### config.mk
export PLATFORM = sky130hd
export DESIGN_NAME = lane_adder
export DESIGN_NICKNAME = d
export VERILOG_FILES = /design/src/hdl/vadd_pkg.sv /design/src/hdl/lane_adder.sv
export VERILOG_INCLUDE_DIRS = /design/src /design/src/hdl
export SDC_FILE = /design/constraint.sdc
export NUM_CORES = 1
export LEC_CHECK = 0
export ABC_AREA = 1
export BUFFER_PORTS_ARGS = -buffer_cell sky130_fd_sc_hd__buf_2
export CAP_MARGIN = 20
export CORE_UTILIZATION = 30
export CTS_CLUSTER_DIAMETER = 120
export DETAILED_ROUTE_END_ITERATION = 10
export MAX_ROUTING_LAYER = met4
export SLEW_MARGIN = 30
export SYNTH_ARGS = -nofsm -noshare
export SYNTH_HDL_FRONTEND = slang
export SYNTH_SLANG_ARGS = --single-unit
### constraint.sdc
create_clock -name clk -period 3.7 [get_ports clk]
set_input_delay 0.185 -clock clk [delete_from_list [all_inputs] [get_ports clk]]
set_output_delay 0.185 -clock clk [all_outputs]
set_load 0.01 [all_outputs]
### src/hdl/vadd_settings.svh
// Sizing macros for the vector-add engine, included by every RTL file that needs widths
`ifndef VADD_SETTINGS_SVH
`define VADD_SETTINGS_SVH

// Word address, one step per word
`define VADD_ADDR_WIDTH 10

// Data word, four 8-bit lanes in lane mode
`define VADD_DATA_WIDTH 32

// Memory depth in words
`define VADD_MEM_WORDS 1024

`endif
### src/hdl/vadd_pkg.sv
// Arithmetic types of the vector-add engine, used by the lane adder and the top level
`include "vadd_settings.svh"

package vadd_pkg;

	// Add mode, latched per command
	typedef enum logic {
		MODE_WORD = 1'b0, // One 32-bit sum per word
		MODE_LANE = 1'b1  // Four wrapping 8-bit sums
	} mode_t;

	// One data word seen two ways
	typedef union packed {
		logic [`VADD_DATA_WIDTH-1:0]         word; // Whole scalar
		logic [`VADD_DATA_WIDTH/8-1:0][7:0] lane; // Lane 0 in low byte
	} word_u;

endpackage

### src/hdl/lane_adder.sv
// Joins the two operand streams and registers one word or lane sum per beat
`timescale 1ns/1ps
`include "vadd_settings.svh"

module lane_adder (
	input  logic                        clk,
	input  logic                        rst_n,
	input  vadd_pkg::mode_t             mode,
	input  logic [`VADD_DATA_WIDTH-1:0] a_data,
	input  logic                        a_valid,
	input  logic                        a_last,
	input  logic [`VADD_DATA_WIDTH-1:0] b_data,
	input  logic                        b_valid,
	output logic                        a_ready,
	output logic                        b_ready,
	output logic [`VADD_DATA_WIDTH-1:0] sum_data,
	output logic                        sum_valid,
	output logic                        sum_last,
	input  logic                        sum_ready
);

	vadd_pkg::word_u a_u;
	vadd_pkg::word_u b_u;
	vadd_pkg::word_u s_u;
	logic            take; // Joint beat consumed this cycle

	assign a_u = a_data;
	assign b_u = b_data;

	// Both beats present and the output slot free or draining
	assign take    = a_valid && b_valid && (!sum_valid || sum_ready);
	assign a_ready = take;
	assign b_ready = take; // Same enable, streams stay aligned

	always_comb begin
		s_u.word = a_u.word + b_u.word; // Carries ripple across bytes
		if (mode == vadd_pkg::MODE_LANE) begin
			for (int i = 0; i < `VADD_DATA_WIDTH / 8; i++)
				s_u.lane[i] = a_u.lane[i] + b_u.lane[i]; // Carry dropped per lane
		end
	end

	always_ff @(posedge clk or negedge rst_n) begin
		if (!rst_n) begin
			sum_valid <= 1'b0;
			sum_last  <= 1'b0;
			sum_data  <= '0;
		end else if (take) begin
			sum_valid <= 1'b1;
			sum_data  <= s_u.word;
			sum_last  <= a_last; // Both bursts have the same length
		end else if (sum_ready) begin
			sum_valid <= 1'b0;
		end
	end

endmodule

==> flow_summary.yaml <==
run_status:
  status: "finished with violations"
  failed_checks: "negative hold slack"
logic_synthesis:
  async_flop_share_pct: 100
  synth_xor_area_share_pct: 3.70
  synth_area_um2: 3790
  ys_ff_latch: 34
  synthSimpleGateAreaFrac_pct: 41.9
  yosysMostFrequentCell: "nand2_1"
  synth-adder-area-share_pct: 12.4
  synth_area_leader_cell: "nand2_1"
  synth_top_family_by_area: "simple AND/OR/NAND/NOR gates"
  synthTopCellsByCount: "nand2_1 (260), inv_1 (83), nand3_1 (47), nor2_1 (37), dfrtp_1 (34)"
  ys.flop_type: "dfrtp_1"
  synth_cell_type_count: 32
  yosys-mux-area-fraction_pct: 0
  netlist_top_cells_area: "nand2_1 (26%), dfrtp_1 (22%), ha_1 (10%)"
  syn-instance-count: 627
  synth_compound_area_share_pct: 9.78
  yosysWarnings: 0
  avgSynthCellArea_um2: 6.04
  synth-edff-count: 0
  synthesis.nets: 733
  yosysSeqAreaShare_pct: 22.5
  yosysTopAreaCellShare_pct: 25.8
sta:
  slew_headroom_pct: 38.6
  hold_ws_ns: -0.00442
  clock_skew_ns: 0.00462
  setup_viol: 0
  grt_setup_unrepaired: "no"
  timing_hold_violations_final: 12
  worst_pin_slew_ns: 0.920
  finalCriticalPeriod_ns: 2.22
  max_freq_mhz: 451
  fin_tns_setup_ns: 0
  period_share_pct: 59.9
  slew_viol_final: 0
floorplan:
  core-area_um2: 12200
  rows: 40
  pin_count: 107
  fp.dieArea_um2: 13100
  start_util_pct: 31.2
  die_w_um: 114
  die_height_um: 114
setup_path:
  cp.required_ns: 3.51
  worstSetupPathType: "reg2out"
  rr_worst_depth: 6
  crit_start: "sum_valid"
  slowest_stage: "inv_1"
  rr_startpoint: "sum_valid"
  cp_slowest_stage_delay_ns: 0.67
  end_kind: "output port"
  critPathArrivalTime_ns: 2.03
  ff2ff_setup_slack_ns: 1.72
  worst_setup_path_start_kind: "register"
  crit_chain: "nand2_1 -> nand3_1 -> buf_4 -> inv_1 -> buf_2"
  crit_fanout: 47
detailed_routing:
  drtAntennaViolNets: 0
  drt-initial-drc-count: 257
  drcViolationCount: 0
  dr.pass1.iters: 5
  wl_per_cell_um: 13.1
  routed_wl_um: 11700
  vias: 4214
  vias_per_cell: 4.70
clock_network:
  cts_sinks: 34
  clock_path_buffers: 2
  clkSlewWorstSetupHoldPaths_ns: 0.05
  cts_tree: "yes"
  cts_made_buffers: 5
  insertion_delay_ns: 0.28
  htreeDepth: 2
  postCtsHoldBufs: 0
  cts_setup_buffers: 0
  cts_root_buf: "clkbuf_16"
  cts_resized: 0
pwr:
  p_leak_uw: 0.00268
  ir_drop_v: 0.000143
  power_density_nw_per_um2: 358
global_route:
  grt_max_degree: 48
  grt-ovfl-total: 0
  first_global_vias: 3890
  grt_pass1_wl_um: 19000
  grtUsageTotal_pct: 18.9
  antenna_found_initial: 0
run:
  drv_cap: 0
finish:
  diodes: 0
  fillers: 1382
  area_delta_synth_final_pct: 22.7
  fin_nets: 834
  fin_area_um2: 4650
  drive_gt1_share_pct: 17.6
hold_path:
  hold_path.class: "in2async"
placed_design:
  postPlaceCellArea_um2: 4480
  dp_hpwl_um: 9620
  gp_congestion: 1.00
  port_buffers: 106
-- placed cells by master (no fill, tap or decap), drive strengths merged --
cell and n:
nand2 263, buf 107, inv 83, nand3 47, nor2 43, dfrtp 34
ha 31, a21oi 27, o21ai 27, xnor2 10, nand4 8, xor2 6
nor3 6, clkbuf 6, nand3b 5, and2 4, fa 4, o21bai 4
or2 2, a21boi 2, a31oi 2, a21o 2, o211ai 2, a211o 1
nor3b 1, bufinv 1
-- routing by layer --
layer | global-route usage (%) | vias to the layer above | wire (µm)
li1 | - | 2178 | -
met1 | 26.7 | 1905 | 5860
met4 | 6.15 | 0 | 229
met2 | 28.4 | 117 | 5050
met3 | 1.91 | 14 | 557
met5 | - | - | 0
-- power by group --
part,switching (µW),internal [µW]
Combinational,421,262
Clock,151,332
Sequential,43.5,453
-- sequential cells by signal, summed over array words and instances, names as in the netlist --
signal	count
sum_data	32
sum_last	1
sum_valid	1
-- area by class of cell --
class	instances	area [µm²]	share of cell area (%)
flip-flops and latches	34	851	18.3
well taps	168	210	4.52
multi-input cells	497	2570	55.3
inverters	83	312	6.70
repair buffers	107	538	11.6
clock inverters	1	30.0	0.646
clock buffers	6	139	2.99
-- per-stage QoR --
| step | power [µW] | std cells | utilization [%] | hold slack, ns | worst slack, ns |
|---|---|---|---|---|---|
| after floorplan | 933 | 627 | - | -0.111 | 2.01 |
| after global placement | 1180 | 889 | 36.8 | 0.321 | 1.57 |
| after detailed placement | 1180 | 889 | 36.8 | 0.320 | 1.60 |
| after CTS | 1680 | 896 | 38.2 | 0.0262 | 1.45 |
| after global routing | 1790 | 896 | 38.2 | 0.0566 | 1.36 |
| final | 1660 | 896 | 38.2 | -0.00442 | 1.48 |
-- critical path: cells and delay by family (launching register included) --
kind                   cells  cell delay [ns]
buffers and inverters      3             1.21
flip-flops                 1             0.37
AND/OR/NAND/NOR            2             0.16
-- cell families after synthesis --
logic type | after synthesis
simple gates | 379
buf+inv | 96
compound gates | 67
fa+ha+maj | 35
flops | 34
xor+xnor | 16
-- path summary, 6_finish.rpt --
kind,to
setup / recovery,a_ready
hold / removal,sum_data[1]
setup reg to reg,sum_data[19]
hold reg to reg,sum_data[18]
max in group asynchronous,sum_last
min in group clk,sum_last
Note: power is estimated with default switching activity, not from simulation.
