<file path="config.mk">
export PLATFORM = sky130hd
export DESIGN_NAME = burst_writer
export DESIGN_NICKNAME = d
export VERILOG_FILES = /design/src/hdl/axi_pkg.sv /design/src/hdl/burst_writer.sv
export VERILOG_INCLUDE_DIRS = /design/src /design/src/hdl
export SDC_FILE = /design/constraint.sdc
export NUM_CORES = 1
export LEC_CHECK = 0
export ABC_CLOCK_PERIOD_IN_PS = 6000
export BUFFER_PORTS_ARGS = -buffer_cell sky130_fd_sc_hd__buf_2
export CAP_MARGIN = 10
export CORE_UTILIZATION = 50
export CTS_CLUSTER_DIAMETER = 40
export DETAILED_ROUTE_END_ITERATION = 8
export PLACE_DENSITY = 0.91
export SYNTH_ARGS = -nofsm -noshare
export SYNTH_HDL_FRONTEND = slang
export SYNTH_SLANG_ARGS = --single-unit
</file>
<file path="constraint.sdc">
create_clock -name clk -period 6 [get_ports clk]
set_clock_uncertainty 0.1 [all_clocks]
set_input_delay 0.3 -clock clk [delete_from_list [all_inputs] [get_ports clk]]
set_output_delay 0.3 -clock clk [all_outputs]
set_load 0.005 [all_outputs]
</file>
<file path="src/hdl/vadd_settings.svh">
// Sizing macros for the vector-add engine, included by every RTL file that needs widths
`ifndef VADD_SETTINGS_SVH
`define VADD_SETTINGS_SVH

// Word address, one step per word
`define VADD_ADDR_WIDTH 10

// Data word, four 8-bit lanes in lane mode
`define VADD_DATA_WIDTH 32

// Memory depth in words
`define VADD_MEM_WORDS 1024

`endif
</file>
<file path="src/hdl/axi_pkg.sv">
// Memory bus types shared by the word memory, the burst reader and the burst writer
package axi_pkg;

	// Write response codes
	typedef enum logic [1:0] {
		RESP_OKAY   = 2'b00,
		RESP_SLVERR = 2'b10 // Reserved, never sent by this memory
	} resp_t;

	// Burst length, beats minus one
	typedef logic [7:0] len_t;

endpackage

</file>
<file path="src/hdl/burst_writer.sv">
// Write side of the engine, streams sums as one burst and keeps a running checksum
`timescale 1ns/1ps
`include "vadd_settings.svh"

module burst_writer (
	input  logic                        clk,
	input  logic                        rst_n,
	input  logic                        start,
	input  logic [`VADD_ADDR_WIDTH-1:0] base,
	input  axi_pkg::len_t               len,
	input  logic [`VADD_DATA_WIDTH-1:0] sum_data,
	input  logic                        sum_valid,
	input  logic                        sum_last,
	output logic                        sum_ready,
	output logic [`VADD_ADDR_WIDTH-1:0] awaddr,
	output axi_pkg::len_t               awlen,
	output logic                        awvalid,
	input  logic                        awready,
	output logic [`VADD_DATA_WIDTH-1:0] wdata,
	output logic                        wvalid,
	output logic                        wlast,
	input  logic                        wready,
	input  axi_pkg::resp_t              bresp,
	input  logic                        bvalid,
	output logic                        bready,
	output logic                        done,
	output axi_pkg::resp_t              resp,
	output logic [`VADD_DATA_WIDTH-1:0] checksum
);

	logic data_phase; // From start to the wlast beat
	logic resp_phase; // Waiting on bvalid

	// Sum register feeds w directly
	assign wvalid    = data_phase && sum_valid;
	assign wdata     = sum_data;
	assign wlast     = sum_last;
	assign sum_ready = wvalid && wready; // Back-pressure into the adder
	assign bready    = resp_phase;

	always_ff @(posedge clk or negedge rst_n) begin
		if (!rst_n) begin
			awvalid    <= 1'b0;
			awaddr     <= '0;
			awlen      <= '0;
			data_phase <= 1'b0;
			resp_phase <= 1'b0;
			done       <= 1'b0;
			resp       <= axi_pkg::RESP_OKAY;
			checksum   <= '0;
		end else begin
			done <= 1'b0; // Single-cycle pulse
			if (start) begin
				awaddr     <= base;
				awlen      <= len;
				awvalid    <= 1'b1;
				data_phase <= 1'b1;
				checksum   <= '0; // Fresh sum per command
			end else if (awvalid && awready) begin
				awvalid <= 1'b0;
			end

			if (sum_ready) begin
				checksum <= checksum + wdata; // Wraps at 32 bits
				if (wlast) begin
					data_phase <= 1'b0;
					resp_phase <= 1'b1;
				end
			end

			// Response taken, done follows one cycle later
			if (bvalid && bready) begin
				resp_phase <= 1'b0;
				resp       <= bresp;
				done       <= 1'b1;
			end
		end
	end

endmodule

</file>
==> summary by stage <==
Detailed routing
After detailed routing, the total wire length is 9463 µm. The number of detailed-routing iterations run before antenna repair is 4. After detailed routing, the average wire length per cell comes to about 15 µm. The violation count after the first detailed-routing iteration is 158. Across all layers, the routed design uses approximately 3500 vias. The remaining number of nets flagged by the antenna check after routing is 0. The number of DRC violations after detailed routing is 0. Dividing the detail-routed via count by the number of cells gives 5.512.

Synthesis
The dominant register cell in the synthesized netlist is dfrtp_1. The number of different library cells used by synthesis comes to 55. The synthesized design contains 56 register bits.

Counting every net in the synthesized netlist gives 520. Dividing the synthesized area by the synthesized cell count gives about 9.5 µm². The warning count from the yosys run is 0. The share of synthesized registers carrying an async set or reset is 100.0%.

The post-synthesis instance area is 0.004069 mm². Of the synthesized area, sequential elements account for 34.44%. The cell count after synthesis is 428. Yosys mapped a number of flops with a built-in enable equal to 0.

Run status
The run finished with clean final reports.

Setup path
Measured in cells, the most critical reg-to-reg path has a length of 12. Setup slack on the worst reg-to-reg path comes out at approximately 3100 ps. Traced cell by cell, the critical path runs through ha_1 -> inv_1 -> fa_1 -> nor2b_4 -> o2111ai_1 -> a21oi_2 -> nor3b_1 -> nor2_1 -> o21ai_0 -> o21ai_0 -> xnor2_1 -> o21ai_0. The slowest stage of the critical path is the dfrtp_1 cell. The number of gates on the worst path with buffers counted is 12.

Data on the critical path is required at its endpoint by 6130 ps. The data arrival time of the critical path is 2980 ps. The path type of the worst setup path is flop to flop. The most numerous cell type found on the critical path is o21ai_0. The maximum fanout along the worst path is 3. The startpoint class of the critical path is a flop. The gate family responsible for the most delay along the worst path is compound AO/OA/AOI/OAI gates. In this run the critical register-to-register path is captured at checksum[24]$_DFFE_PN0P_. In this run the critical register-to-register path is launched from checksum[0]$_DFFE_PN0P_.

The largest single stage delay on the critical path is 420 ps. The element type at the critical path end is a flop. Together, buffers and inverters on the worst path number 1.

Floorplanning
The floorplan step set the die width to 92.21 µm. The y dimension of the die is 92.21 µm. The site row count is 32. The initial core utilization is 52.12%.

The full die area is 0.008503 mm². The number of I/O pins is 150. The core region is 0.007807 mm².

Timing
The slew at the pin closest to its max-slew limit is 907.9 ps. Hold is met by 22.46 ps. Setup slack on the critical path of the routed design comes to 3142 ps. The final number of setup-violating endpoints is 0.

The clock period could shrink to ~2900 ps. The max-slew violation total from the final report was 0. The total count of hold-check failures in the final report is 0. Setup repair after global routing left no endpoint under its margin. The highest clock rate is 0.3499 GHz. After routing, the total negative slack on setup checks comes to 0 ps. The fraction of the cycle the final worst path needs is 47.63%. In this run the tightest slew margin relative to its limit is 39.47%.

Run
The number of max-capacitance violations reported is 0.

CTS
The number of hold buffers added after CTS was 0. The number of gates resized after cts is 0. The clock passes through at most 2 buffers. CTS saw 56 sinks. TritonCTS built the clock tree. Buffers inserted during clock tree synthesis total 5. The buffers inserted during post-CTS setup optimization is 0. CTS built an H-tree with a depth of 2.

At the later pin of the worst-skew pair, clock insertion delay measures 310 ps. The cell sitting at the root of the clock tree is a clkbuf_8. After clock tree synthesis, the clock-pin slew on the worst setup and hold paths is 110 ps.

Place
Detailed placement finished with a half-perimeter wire length of just over 7000 µm. The placer's final routability congestion estimate is roughly 0.87. In this run, placement finished with an instance count of between 600 and 700.

Prior to clock tree synthesis, the placed netlist has a worst setup slack of between 3000 and 4000 ps. The number of input and output port buffers inserted is 149.

Layout
The number of nets in the final layout is roughly 630. The antenna diode count is 0. Compared with the post-synthesis result, the final layout area differs by 15.87%. The number of non-filler instances in the completed layout is roughly 640. The share of cells above drive strength 1 is 36.07%.

Global route
Across every metal layer, demand over resource in global routing totals between 20% and 30%. The number of antenna violations at the first check in global routing is 0. The number of global-route vias before repair is approximately 3300.

The wire length of the first global-routing pass is 15360 µm. The aggregate global routing overflow is 0. Entering global routing, the biggest net connects 61 pins.

Hold path
The tightest min-delay check is of the input port to async pin type.

Power
The power per cell area is 277.1 mW/mm². The static leakage power is 0.002388 µW. The worst vdd rail ir drop is between 0.15 and 0.2 mV.
[synthesized netlist by cell type, drive strengths merged (8+ instances only)]
master  number  area, µm²
a21oi       24      131.4
o21ai       50      250.2
a21o        17      127.6
nor2        17      63.81
xnor2       14      122.6
ha          31      387.9
mux2        20      225.2
inv          8      30.03
nand3b      28      210.2
clkbuf      13      48.80
nand2       26      97.59
buf         39      282.8
dfrtp       56       1401
xor2        13      113.9
[worst max-delay path by stage]
stage	from	slack [ps]	to
2_1_floorplan	checksum[0]$_DFFE_PN0P_	3420	checksum[30]$_DFFE_PN0P_
3_3_place_gp	sum_data[4]	3250	checksum[31]$_DFFE_PN0P_
3_5_place_dp	sum_data[0]	3170	checksum[24]$_DFFE_PN0P_
4_1_cts	checksum[0]$_DFFE_PN0P_	3180	checksum[24]$_DFFE_PN0P_
5_1_grt	checksum[14]$_DFFE_PN0P_	2990	checksum[31]$_DFFE_PN0P_
6_report	checksum[0]$_DFFE_PN0P_	3140	checksum[24]$_DFFE_PN0P_
[cells by family (layout without fill, tap and decap cells)]
family	after synthesis	after routing	synth area share, %
compound gates	120	120	19.25
simple gates	111	111	15.71
buf+inv	61	168	8.979
flops	56	56	34.44
fa+ha+maj	32	32	10.02
xor+xnor	27	27	5.812
mux	21	21	5.781
[where the power goes]
group,internal (µW),leakage [µW],switching [µW]
registers,444,0.000706,47.4
logic,274,0.00164,324
clock network,83.7,0.0000414,133
total,802,0.00239,504
[cells in the final DEF (no fill, tap or decap), types with 13 or more instances in the layout]
master    netlist  final
a21o_1         17     17
o21ai_0        42     42
xor2_1         13     13
a21oi_1        21     21
ha_1           31     31
nand2_1        26     26
mux2_2         20     20
nand3b_1       28     28
nor2_1         17     17
xnor2_1        14     14
dfrtp_1        56     56
buf_2           4    149
[flip-flops by register name (all words and copies together), names as in the netlist]
register / count
awlen: 8
data_phase: 1
done: 1
bready: 1
resp: 2
awvalid: 1
checksum: 32
awaddr: 10
[cell type report]
| class | count | area (µm²) |
|---|---|---|
| Fill cell | 677 | 3093 |
| Multi-Input combinational cell | 311 | 2302 |
| Sequential cell | 56 | 1401 |
| Timing Repair Buffer | 151 | 760.7 |
| Tap cell | 102 | 127.6 |
| Clock buffer | 6 | 72.57 |
| Inverter | 9 | 33.78 |
| Clock inverter | 2 | 16.27 |
[per-stage QoR]
stage | instance area [µm²] | total power, µW | util [%]
finish | 4715 | 1306 | 60.38
detailed placement | 4626 | 1090 | 59.25
CTS | 4715 | 1306 | 60.38
floorplan | 4069 | 915.1 | -
global route | 4715 | 1400 | 60.38
global placement | 4626 | 1071 | 59.25
[layer usage]
| metal | vias up | part of all wire, % | global-route usage (%) | wire [µm] |
|---|---|---|---|---|
| li1 | 1728 | - | - | - |
| met3 | 7 | 3.9 | 2.488 | 373 |
| met1 | 1680 | 44 | 28.56 | 4121 |
| met5 | - | 0 | 0 | 0 |
| met2 | 96 | 52 | 39.74 | 4900 |
| met4 | 0 | 0.72 | 5.078 | 68 |
Power figures use the tool's default switching activity.
