`src/hdl/vadd_settings.svh`:
```
// Sizing macros for the vector-add engine, included by every RTL file that needs widths
`ifndef VADD_SETTINGS_SVH
`define VADD_SETTINGS_SVH

// Word address, one step per word
`define VADD_ADDR_WIDTH 10

// Data word, four 8-bit lanes in lane mode
`define VADD_DATA_WIDTH 32

// Memory depth in words
`define VADD_MEM_WORDS 1024

`endif
```
`src/hdl/axi_pkg.sv`:
```
// Memory bus types shared by the word memory, the burst reader and the burst writer
package axi_pkg;

	// Write response codes
	typedef enum logic [1:0] {
		RESP_OKAY   = 2'b00,
		RESP_SLVERR = 2'b10 // Reserved, never sent by this memory
	} resp_t;

	// Burst length, beats minus one
	typedef logic [7:0] len_t;

endpackage

```
`src/hdl/burst_reader.sv`:
```
// Read request side of one operand stream, one burst per start pulse
`timescale 1ns/1ps
`include "vadd_settings.svh"

module burst_reader (
	input  logic                        clk,
	input  logic                        rst_n,
	input  logic                        start,   // Accepted host command
	input  logic [`VADD_ADDR_WIDTH-1:0] base,    // First source word
	input  axi_pkg::len_t               len,     // Beats minus one
	output logic [`VADD_ADDR_WIDTH-1:0] araddr,
	output axi_pkg::len_t               arlen,
	output logic                        arvalid,
	input  logic                        arready
);

	// Data beats go straight from the memory to the adder
	// This block only raises the request and holds it

	always_ff @(posedge clk or negedge rst_n) begin
		if (!rst_n) begin
			arvalid <= 1'b0;
			araddr  <= '0;
			arlen   <= '0;
		end else if (start) begin
			araddr  <= base; // Latched, host may change it after start
			arlen   <= len;
			arvalid <= 1'b1; // One cycle after start
		end else if (arvalid && arready) begin
			arvalid <= 1'b0; // Request taken
		end
	end

endmodule

```
`config.mk`:
```
export PLATFORM = sky130hd
export DESIGN_NAME = burst_reader
export DESIGN_NICKNAME = d
export VERILOG_FILES = /design/src/hdl/axi_pkg.sv /design/src/hdl/burst_reader.sv
export VERILOG_INCLUDE_DIRS = /design/src /design/src/hdl
export SDC_FILE = /design/constraint.sdc
export NUM_CORES = 1
export LEC_CHECK = 0
export BUFFER_PORTS_ARGS = -buffer_cell sky130_fd_sc_hd__buf_2
export CAP_MARGIN = 15
export CELL_PAD_IN_SITES_DETAIL_PLACEMENT = 2
export CELL_PAD_IN_SITES_GLOBAL_PLACEMENT = 2
export CORE_MARGIN = 4
export CORE_UTILIZATION = 31
export CTS_BUF_LIST = sky130_fd_sc_hd__clkbuf_8
export CTS_CLUSTER_DIAMETER = 80
export DETAILED_ROUTE_END_ITERATION = 8
export GPL_TIMING_DRIVEN = 0
export PLACE_DENSITY = 0.82
export SYNTH_ARGS = -nofsm -noshare
export SYNTH_HDL_FRONTEND = slang
export SYNTH_SLANG_ARGS = --single-unit
```
`constraint.sdc`:
```
create_clock -name clk -period 1.5 [get_ports clk]
set_clock_uncertainty 0.2 [all_clocks]
set_input_delay 0.3 -clock clk [delete_from_list [all_inputs] [get_ports clk]]
set_output_delay 0.3 -clock clk [all_outputs]
set_load 0.005 [all_outputs]
```
==> results of run 1 <==
cells in the final DEF, fill, tap and decap left out:
cell type                       count
sky130_fd_sc_hd__buf_6              1
sky130_fd_sc_hd__mux2_2             9
sky130_fd_sc_hd__mux2_4             9
sky130_fd_sc_hd__dlygate4sd3_1      1
sky130_fd_sc_hd__a21o_2             1
sky130_fd_sc_hd__buf_12             1
sky130_fd_sc_hd__buf_2             39
sky130_fd_sc_hd__clkbuf_8           3
sky130_fd_sc_hd__inv_1              2
sky130_fd_sc_hd__dfrtp_1           19
report_power, final:
| part | internal [µW] | switching [µW] | total (µW) |
|---|---|---|---|
| logic | 119 | 68.9 | 188 |
| registers | 563 | 24.6 | 588 |
| clock network | 181 | 152 | 334 |
registers in the layout, summed over array words and instances (netlist names):
register	count
araddr	10
arvalid	1
arlen	8
how the worst min path moves through the flow:
| stage | to | slack, ns | startpoint | cells past startpoint |
|---|---|---|---|---|
| after floorplan | araddr[0] | -0.20 | rst_n | 0 |
| after global placement | arlen[6] | 0.06 | rst_n | 1 |
| after detailed placement | arlen[6] | 0.07 | rst_n | 1 |
| after CTS | araddr[9] | 0.07 | base[9] | 2 |
| after global routing | araddr[1] | 0.08 | base[1] | 2 |
| final | araddr[9] | 0.08 | base[9] | 2 |
logic make-up after synthesis:
logic type / share of synthesized area [%]
multiplexers: 31.29
buffers and inverters: 4.635
AO/OA/AOI/OAI: 1.159
flip-flops: 62.91
routing by layer:
metal / wire length (µm) / vias to the layer above / global-route usage, %
li1: - / 227 / -
met2: 905 / 27 / 20.16
met5: 0 / - / 0
met4: 0 / 0 / 1.987
met3: 167 / 0 / 4.072
met1: 641 / 245 / 13.39
metrics by stage:
stage                     hold slack (ns)  setup slack [ns]  total power [µW]  util (%)
after detailed placement          0.06876            0.2705             788.3     43.32
final                             0.08179            0.2362              1109     45.74
after global routing              0.07951            0.1952              1176     45.74
after CTS                         0.07392            0.2151              1137     45.74
after floorplan                   -0.1956            0.3292             686.2         -
after global placement            0.05818            0.2815             776.9     43.32
cell type report:
| cell class | instances | share of cell area [%] |
|---|---|---|
| multi-input combinational | 19 | 23.56 |
| timing repair buffer | 40 | 19.71 |
| clock buffer | 3 | 3.966 |
| clock inverter | 1 | 0.3606 |
| inverter | 1 | 0.3606 |
| sequential | 19 | 45.67 |
| buffer | 2 | 3.005 |
| tap | 28 | 3.365 |
==> results.tsv, run 1 <==
stage	metric	value	unit
status	run_status	finished clean	
timing	timing.fmax	791.3	MHz
floorplan	rows	17	
clock_network	cts-buffers-inserted	3	
worst_setup_path	r2r_cells	1	
grt	largest_net_degree_at_the_start_of_global_routing	20	
grt	grt_pass1_vias	611	
worst_setup_path	critPathLaunch	arlen[5]	
layout	layout-area-overhead-vs-synth	37.75	%
placed_design	detailedPlacementHpwl	1353	µm
grt	globalRouteTotalUtil	11.43	%
worst_setup_path	critPathCapture	arlen[5]	
worst_setup_path	endpoint_kind	output port	
drt	wl	1714	µm
worst_setup_path	setup.worst_path.class	flip-flop to output port	
grt	antenna_violations_before_repair	0	
synthesis	synth_fp_nets	63	
clock_network	htree_num_levels	1	
synthesis	synth_cell_types	7	
job	timing.max_cap.violations	0	
clock_network	cts.repair.resized	0	
drt	detailedRoute.firstIterationViolations	4	
synthesis	synth.cells.most_frequent	sky130_fd_sc_hd__dfrtp_1, sky130_fd_sc_hd__mux2_2, sky130_fd_sc_hd__mux2_4	
synthesis	post-synth-top-area-fraction	62.91	%
timing	finalSetupTns	0	ns
grt	global_route_wire_length_before_repair	2918	µm
floorplan	pin_count	41	
pwr	max-vdd-ir-drop	0.5793	mV
clock_network	clock_insertion_delay_at_the_later_pin_of_the_skew_report	0.24	ns
placed_design	instance_area_at_placement	985.9	µm²
drt	drt-pass1-iter-count	3	
worst_setup_path	critPathMaxStageDelay	0.39	ns
worst_setup_path	worst_path_dominant_cell_family	flip-flops	
worst_setup_path	critical_path.cell_chain	buf_2	
synthesis	synthArstFlopShare	100.0	%
clock_network	clock_edge_transition_at_the_registers_on_the_reported_setup_and_hold_paths	0.07	ns
synthesis	synth_top_cell_by_area	sky130_fd_sc_hd__dfrtp_1	
synthesis	synth.yosys.warnings	0	
placed_design	place_congestion	0.6659	
clock_network	tritoncts	done	
clock_network	holdBufCountCts	1	
worst_setup_path	start_of_the_worst_register_to_register_path	arlen[4]	
drt	wl_per_cell	15.17	µm
layout	multi_input_area	245.2	µm²
layout	drive_gt1_share	74.12	%
layout	antenna_cells_inserted	0	
grt	grt-ovfl-total	0	
synthesis	postSynthRegisterBits	19	
worst_setup_path	worstSetupPathDepth	1	
synthesis	yosys-top-cells-area	sky130_fd_sc_hd__dfrtp_1, sky130_fd_sc_hd__mux2_4, sky130_fd_sc_hd__mux2_2, sky130_fd_sc_hd__buf_12, sky130_fd_sc_hd__buf_6	
layout	area.sequential	475.5	µm²
clock_network	cts_num_sinks	19	
timing	worstMarginPinSlew	0.4202	ns
synthesis	ys.flop_type	sky130_fd_sc_hd__dfrtp_1	
synthesis	synth.yosys.seq_area_share	62.91	%
layout	nFillCells	226	
floorplan	design.core.area	2276	µm²
layout	finalNonFillerCells	113	
layout	nNetsFinal	108	
synthesis	post_synth_instance_area	755.7	µm²
floorplan	die_height	57.38	µm
timing	setup-violations-final	0	
worst_setup_path	worst_r2r_endpoint	arlen[4]	
min_path	hold_path.class	input pin to flip-flop	
worst_setup_path	r2r_slack	0.53	ns
timing	timing_hold_violations_final	0	
synthesis	synth_most_common_cell	sky130_fd_sc_hd__dfrtp_1	
timing	setup_repair_after_global_routing_missed_its_margin	no	
drt	detail_route.drc_violations	0	
synthesis	postSynthCellCount	41	
worst_setup_path	cp_data_required_time	1.00	ns
placed_design	io_buffers	39	
pwr	p_leak	0.0005405	µW
timing	finalMaxSlewViolations	0	
placed_design	dp.cells	108	
layout	post-route-cell-area	1041	µm²
clock_network	post-cts-setup-buffers	0	
worst_setup_path	worst_setup_path_start_kind	flip-flop	
clock_network	cts_buffer_depth	2	
worst_setup_path	critPathMaxFanout	2	
pwr	power_density	1065	nW/µm²
worst_setup_path	data_arrival_time_of_the_critical_path	0.76	ns
drt	detail_route.vias_per_cell	4.416	
worst_setup_path	worst_path_max_delay_cell	sky130_fd_sc_hd__dfrtp_1	
clock_network	cts_root_buf	sky130_fd_sc_hd__clkbuf_8	
floorplan	die-area	3292	µm²
synthesis	synth-edff-count	0	
timing	fin_crit_sh	84.25	%
drt	vias	499	
floorplan	starting_density_of_the_core	33.21	%
worst_setup_path	worst-path-buf-inv	1	
timing	timing.slew.headroom	71.98	%
drt	final_antenna_net_count	0	
floorplan	die_width	57.38	µm
timing	min_period	1.264	ns
synthesis	avgSynthCellArea	18.43	µm²
Power figures use the tool's default switching activity.
==> run 2, diff against run 1 <==
Settings changed: CORE_UTILIZATION 31 to 29, PLACE_DENSITY 0.82 to 0.77.
Clock period 1.5 ns to 1.2 ns, I/O delays scaled along.
==> results.tsv, run 2 (synthesis results as in run 1) <==
stage	metric	value	unit
grt	largest_net_degree_at_the_start_of_global_routing	20	
grt	grt-ovfl-total	0	
timing	timing.fmax	810.2	MHz
pwr	power_density	1289	nW/µm²
drt	wl	1908	µm
grt	globalRouteTotalUtil	11.54	%
pwr	max-vdd-ir-drop	0.7554	mV
floorplan	die_height	59.05	µm
clock_network	htree_num_levels	1	
clock_network	cts-buffers-inserted	3	
layout	largest_register	araddr	
worst_setup_path	data_arrival_time_of_the_critical_path	0.79	ns
grt	grt_pass1_vias	596	
worst_setup_path	critPathMaxFanout	2	
layout	drive_gt1_share	77.32	%
drt	drt-pass1-iter-count	2	
grt	grt.met1_usage	12.38	%
floorplan	die-area	3487	µm²
worst_setup_path	worst-path-buf-inv	1	
timing	setup_repair_after_global_routing_missed_its_margin	yes	
grt	busiest_layer_in_global_routing	met2	
layout	nNetsFinal	120	
floorplan	starting_density_of_the_core	30.51	%
timing	worstMarginPinSlew	0.4246	ns
drt	final_antenna_net_count	0	
worst_setup_path	worst_path_max_delay_cell	sky130_fd_sc_hd__dfrtp_1	
clock_network	cts_num_sinks	19	
worst_setup_path	start_of_the_worst_register_to_register_path	arlen[2]	
grt	global_route_wire_length_before_repair	2925	µm
floorplan	pin_count	41	
status	run_status	finished with violations	
layout	layout-area-overhead-vs-synth	50.00	%
layout	layout.cells.most_common_list	sky130_fd_sc_hd__buf_2, sky130_fd_sc_hd__dfrtp_1, sky130_fd_sc_hd__buf_4, sky130_fd_sc_hd__mux2_4, sky130_fd_sc_hd__mux2_2	
floorplan	rows	18	
drt	detailedRoute.firstIterationViolations	16	
timing	fin_crit_sh	102.9	%
floorplan	die_width	59.05	µm
min_path	hold_path.class	input pin to flip-flop	
worst_setup_path	setup.worst_path.class	flip-flop to output port	
timing	timing.hold.ws	0.01007	ns
worst_setup_path	worst_setup_path_start_kind	flip-flop	
grt	antenna_violations_before_repair	0	
layout	largest_register_ff_count	10	
worst_setup_path	critPathMaxStageDelay	0.40	ns
placed_design	io_buffers	39	
drt	vias	557	
placed_design	place_congestion	0.6078	
timing	min_period	1.234	ns
clock_network	tritoncts	done	
layout	mostFrequentLayoutCell	sky130_fd_sc_hd__buf_2	
layout	antenna_cells_inserted	0	
layout	top_regs	araddr x10, arlen x8, arvalid x1	
clock_network	cts_root_buf	sky130_fd_sc_hd__clkbuf_8	
grt	use_met3	3.704	%
worst_setup_path	critPathLaunch	araddr[6]	
worst_setup_path	worst_path_dominant_cell_family	flip-flops	
drt	detail_route.vias_per_cell	4.386	
floorplan	design.core.area	2477	µm²
timing	setup-violations-final	8	
min_path	hp-start	base[9]	
pwr	total_design_power	1461	µW
worst_setup_path	critical_path.cell_chain	buf_2	
clock_network	cts_buffer_depth	2	
timing	finalMaxSlewViolations	0	
worst_setup_path	endpoint_kind	output port	
drt	detail_route.drc_violations	0	
drt	wl_per_cell	15.02	µm
timing	timing_hold_violations_final	0	
grt	grt.met2_usage	20.66	%
timing	timing.slew.headroom	71.69	%
job	timing.max_cap.violations	0	
placed_design	detailedPlacementHpwl	1398	µm
clock_network	clock_insertion_delay_at_the_later_pin_of_the_skew_report	0.25	ns
worst_setup_path	cp_data_required_time	0.76	ns
status	failing_checks	setup timing	
clock_network	clock_edge_transition_at_the_registers_on_the_reported_setup_and_hold_paths	0.07	ns
pwr	p_leak	0.0005979	µW
timing	final_setup_margin	-0.03428	ns
-- run 2: worst paths after layout --
kind	to	slack (ns)	cells past startpoint
min	araddr[9]	0.01	2
min in group asynchronous	araddr[4]	0.25	2
max	araddr[6]	-0.03	1
max reg2reg	arlen[2]	0.01	3
min reg2reg	araddr[7]	0.30	1
max in group asynchronous	araddr[5]	0.25	2
-- run 2: where the power goes --
group / internal (µW) / switching (µW) / leakage (µW)
registers: 703 / 31.3 / 0.000221
logic: 193 / 98.8 / 0.000350
clock network: 228 / 207 / 0.0000269
total: 1120 / 338 / 0.000598
-- run 2: final cells by class --
class / count / area (µm²)
well taps: 30 / 37.54
clock inverters: 1 / 3.754
multi-input cells: 19 / 245.2
flip-flops and latches: 19 / 475.5
fillers: 264 / 1344
inverters: 1 / 3.754
plain buffers: 2 / 31.28
clock buffers: 3 / 41.29
repair buffers: 52 / 295.3
-- run 2: per-stage QoR --
step,setup WS (ns),cells,TNS [ns],util [%],instance area [µm²]
after CTS,-0.04327,122,-0.1880,44.24,1096
after detailed placement,0.01372,110,0,39.90,988.4
after global placement,0.03593,110,0,39.90,988.4
final,-0.03428,127,-0.1106,45.76,1134
after floorplan,0.08919,41,0,-,755.7
after global routing,-0.05919,127,-0.6477,45.76,1134
-- run 2: timing repair --
item                                    CTS  global route
endpoints found under the setup margin   18            19
cloned                                    0             0
gates resized for setup                   0             0
hold buffers                              1             0
hold endpoints to repair                 19             0
setup buffers                             7             5
pin swaps                                 0             0
-- run 2: routing by layer --
layer / wire length (µm) / share of wire (%)
met1: 729 / 38
met2: 1035 / 54
met3: 109 / 5.7
met4: 34 / 1.8
met5: 0 / 0
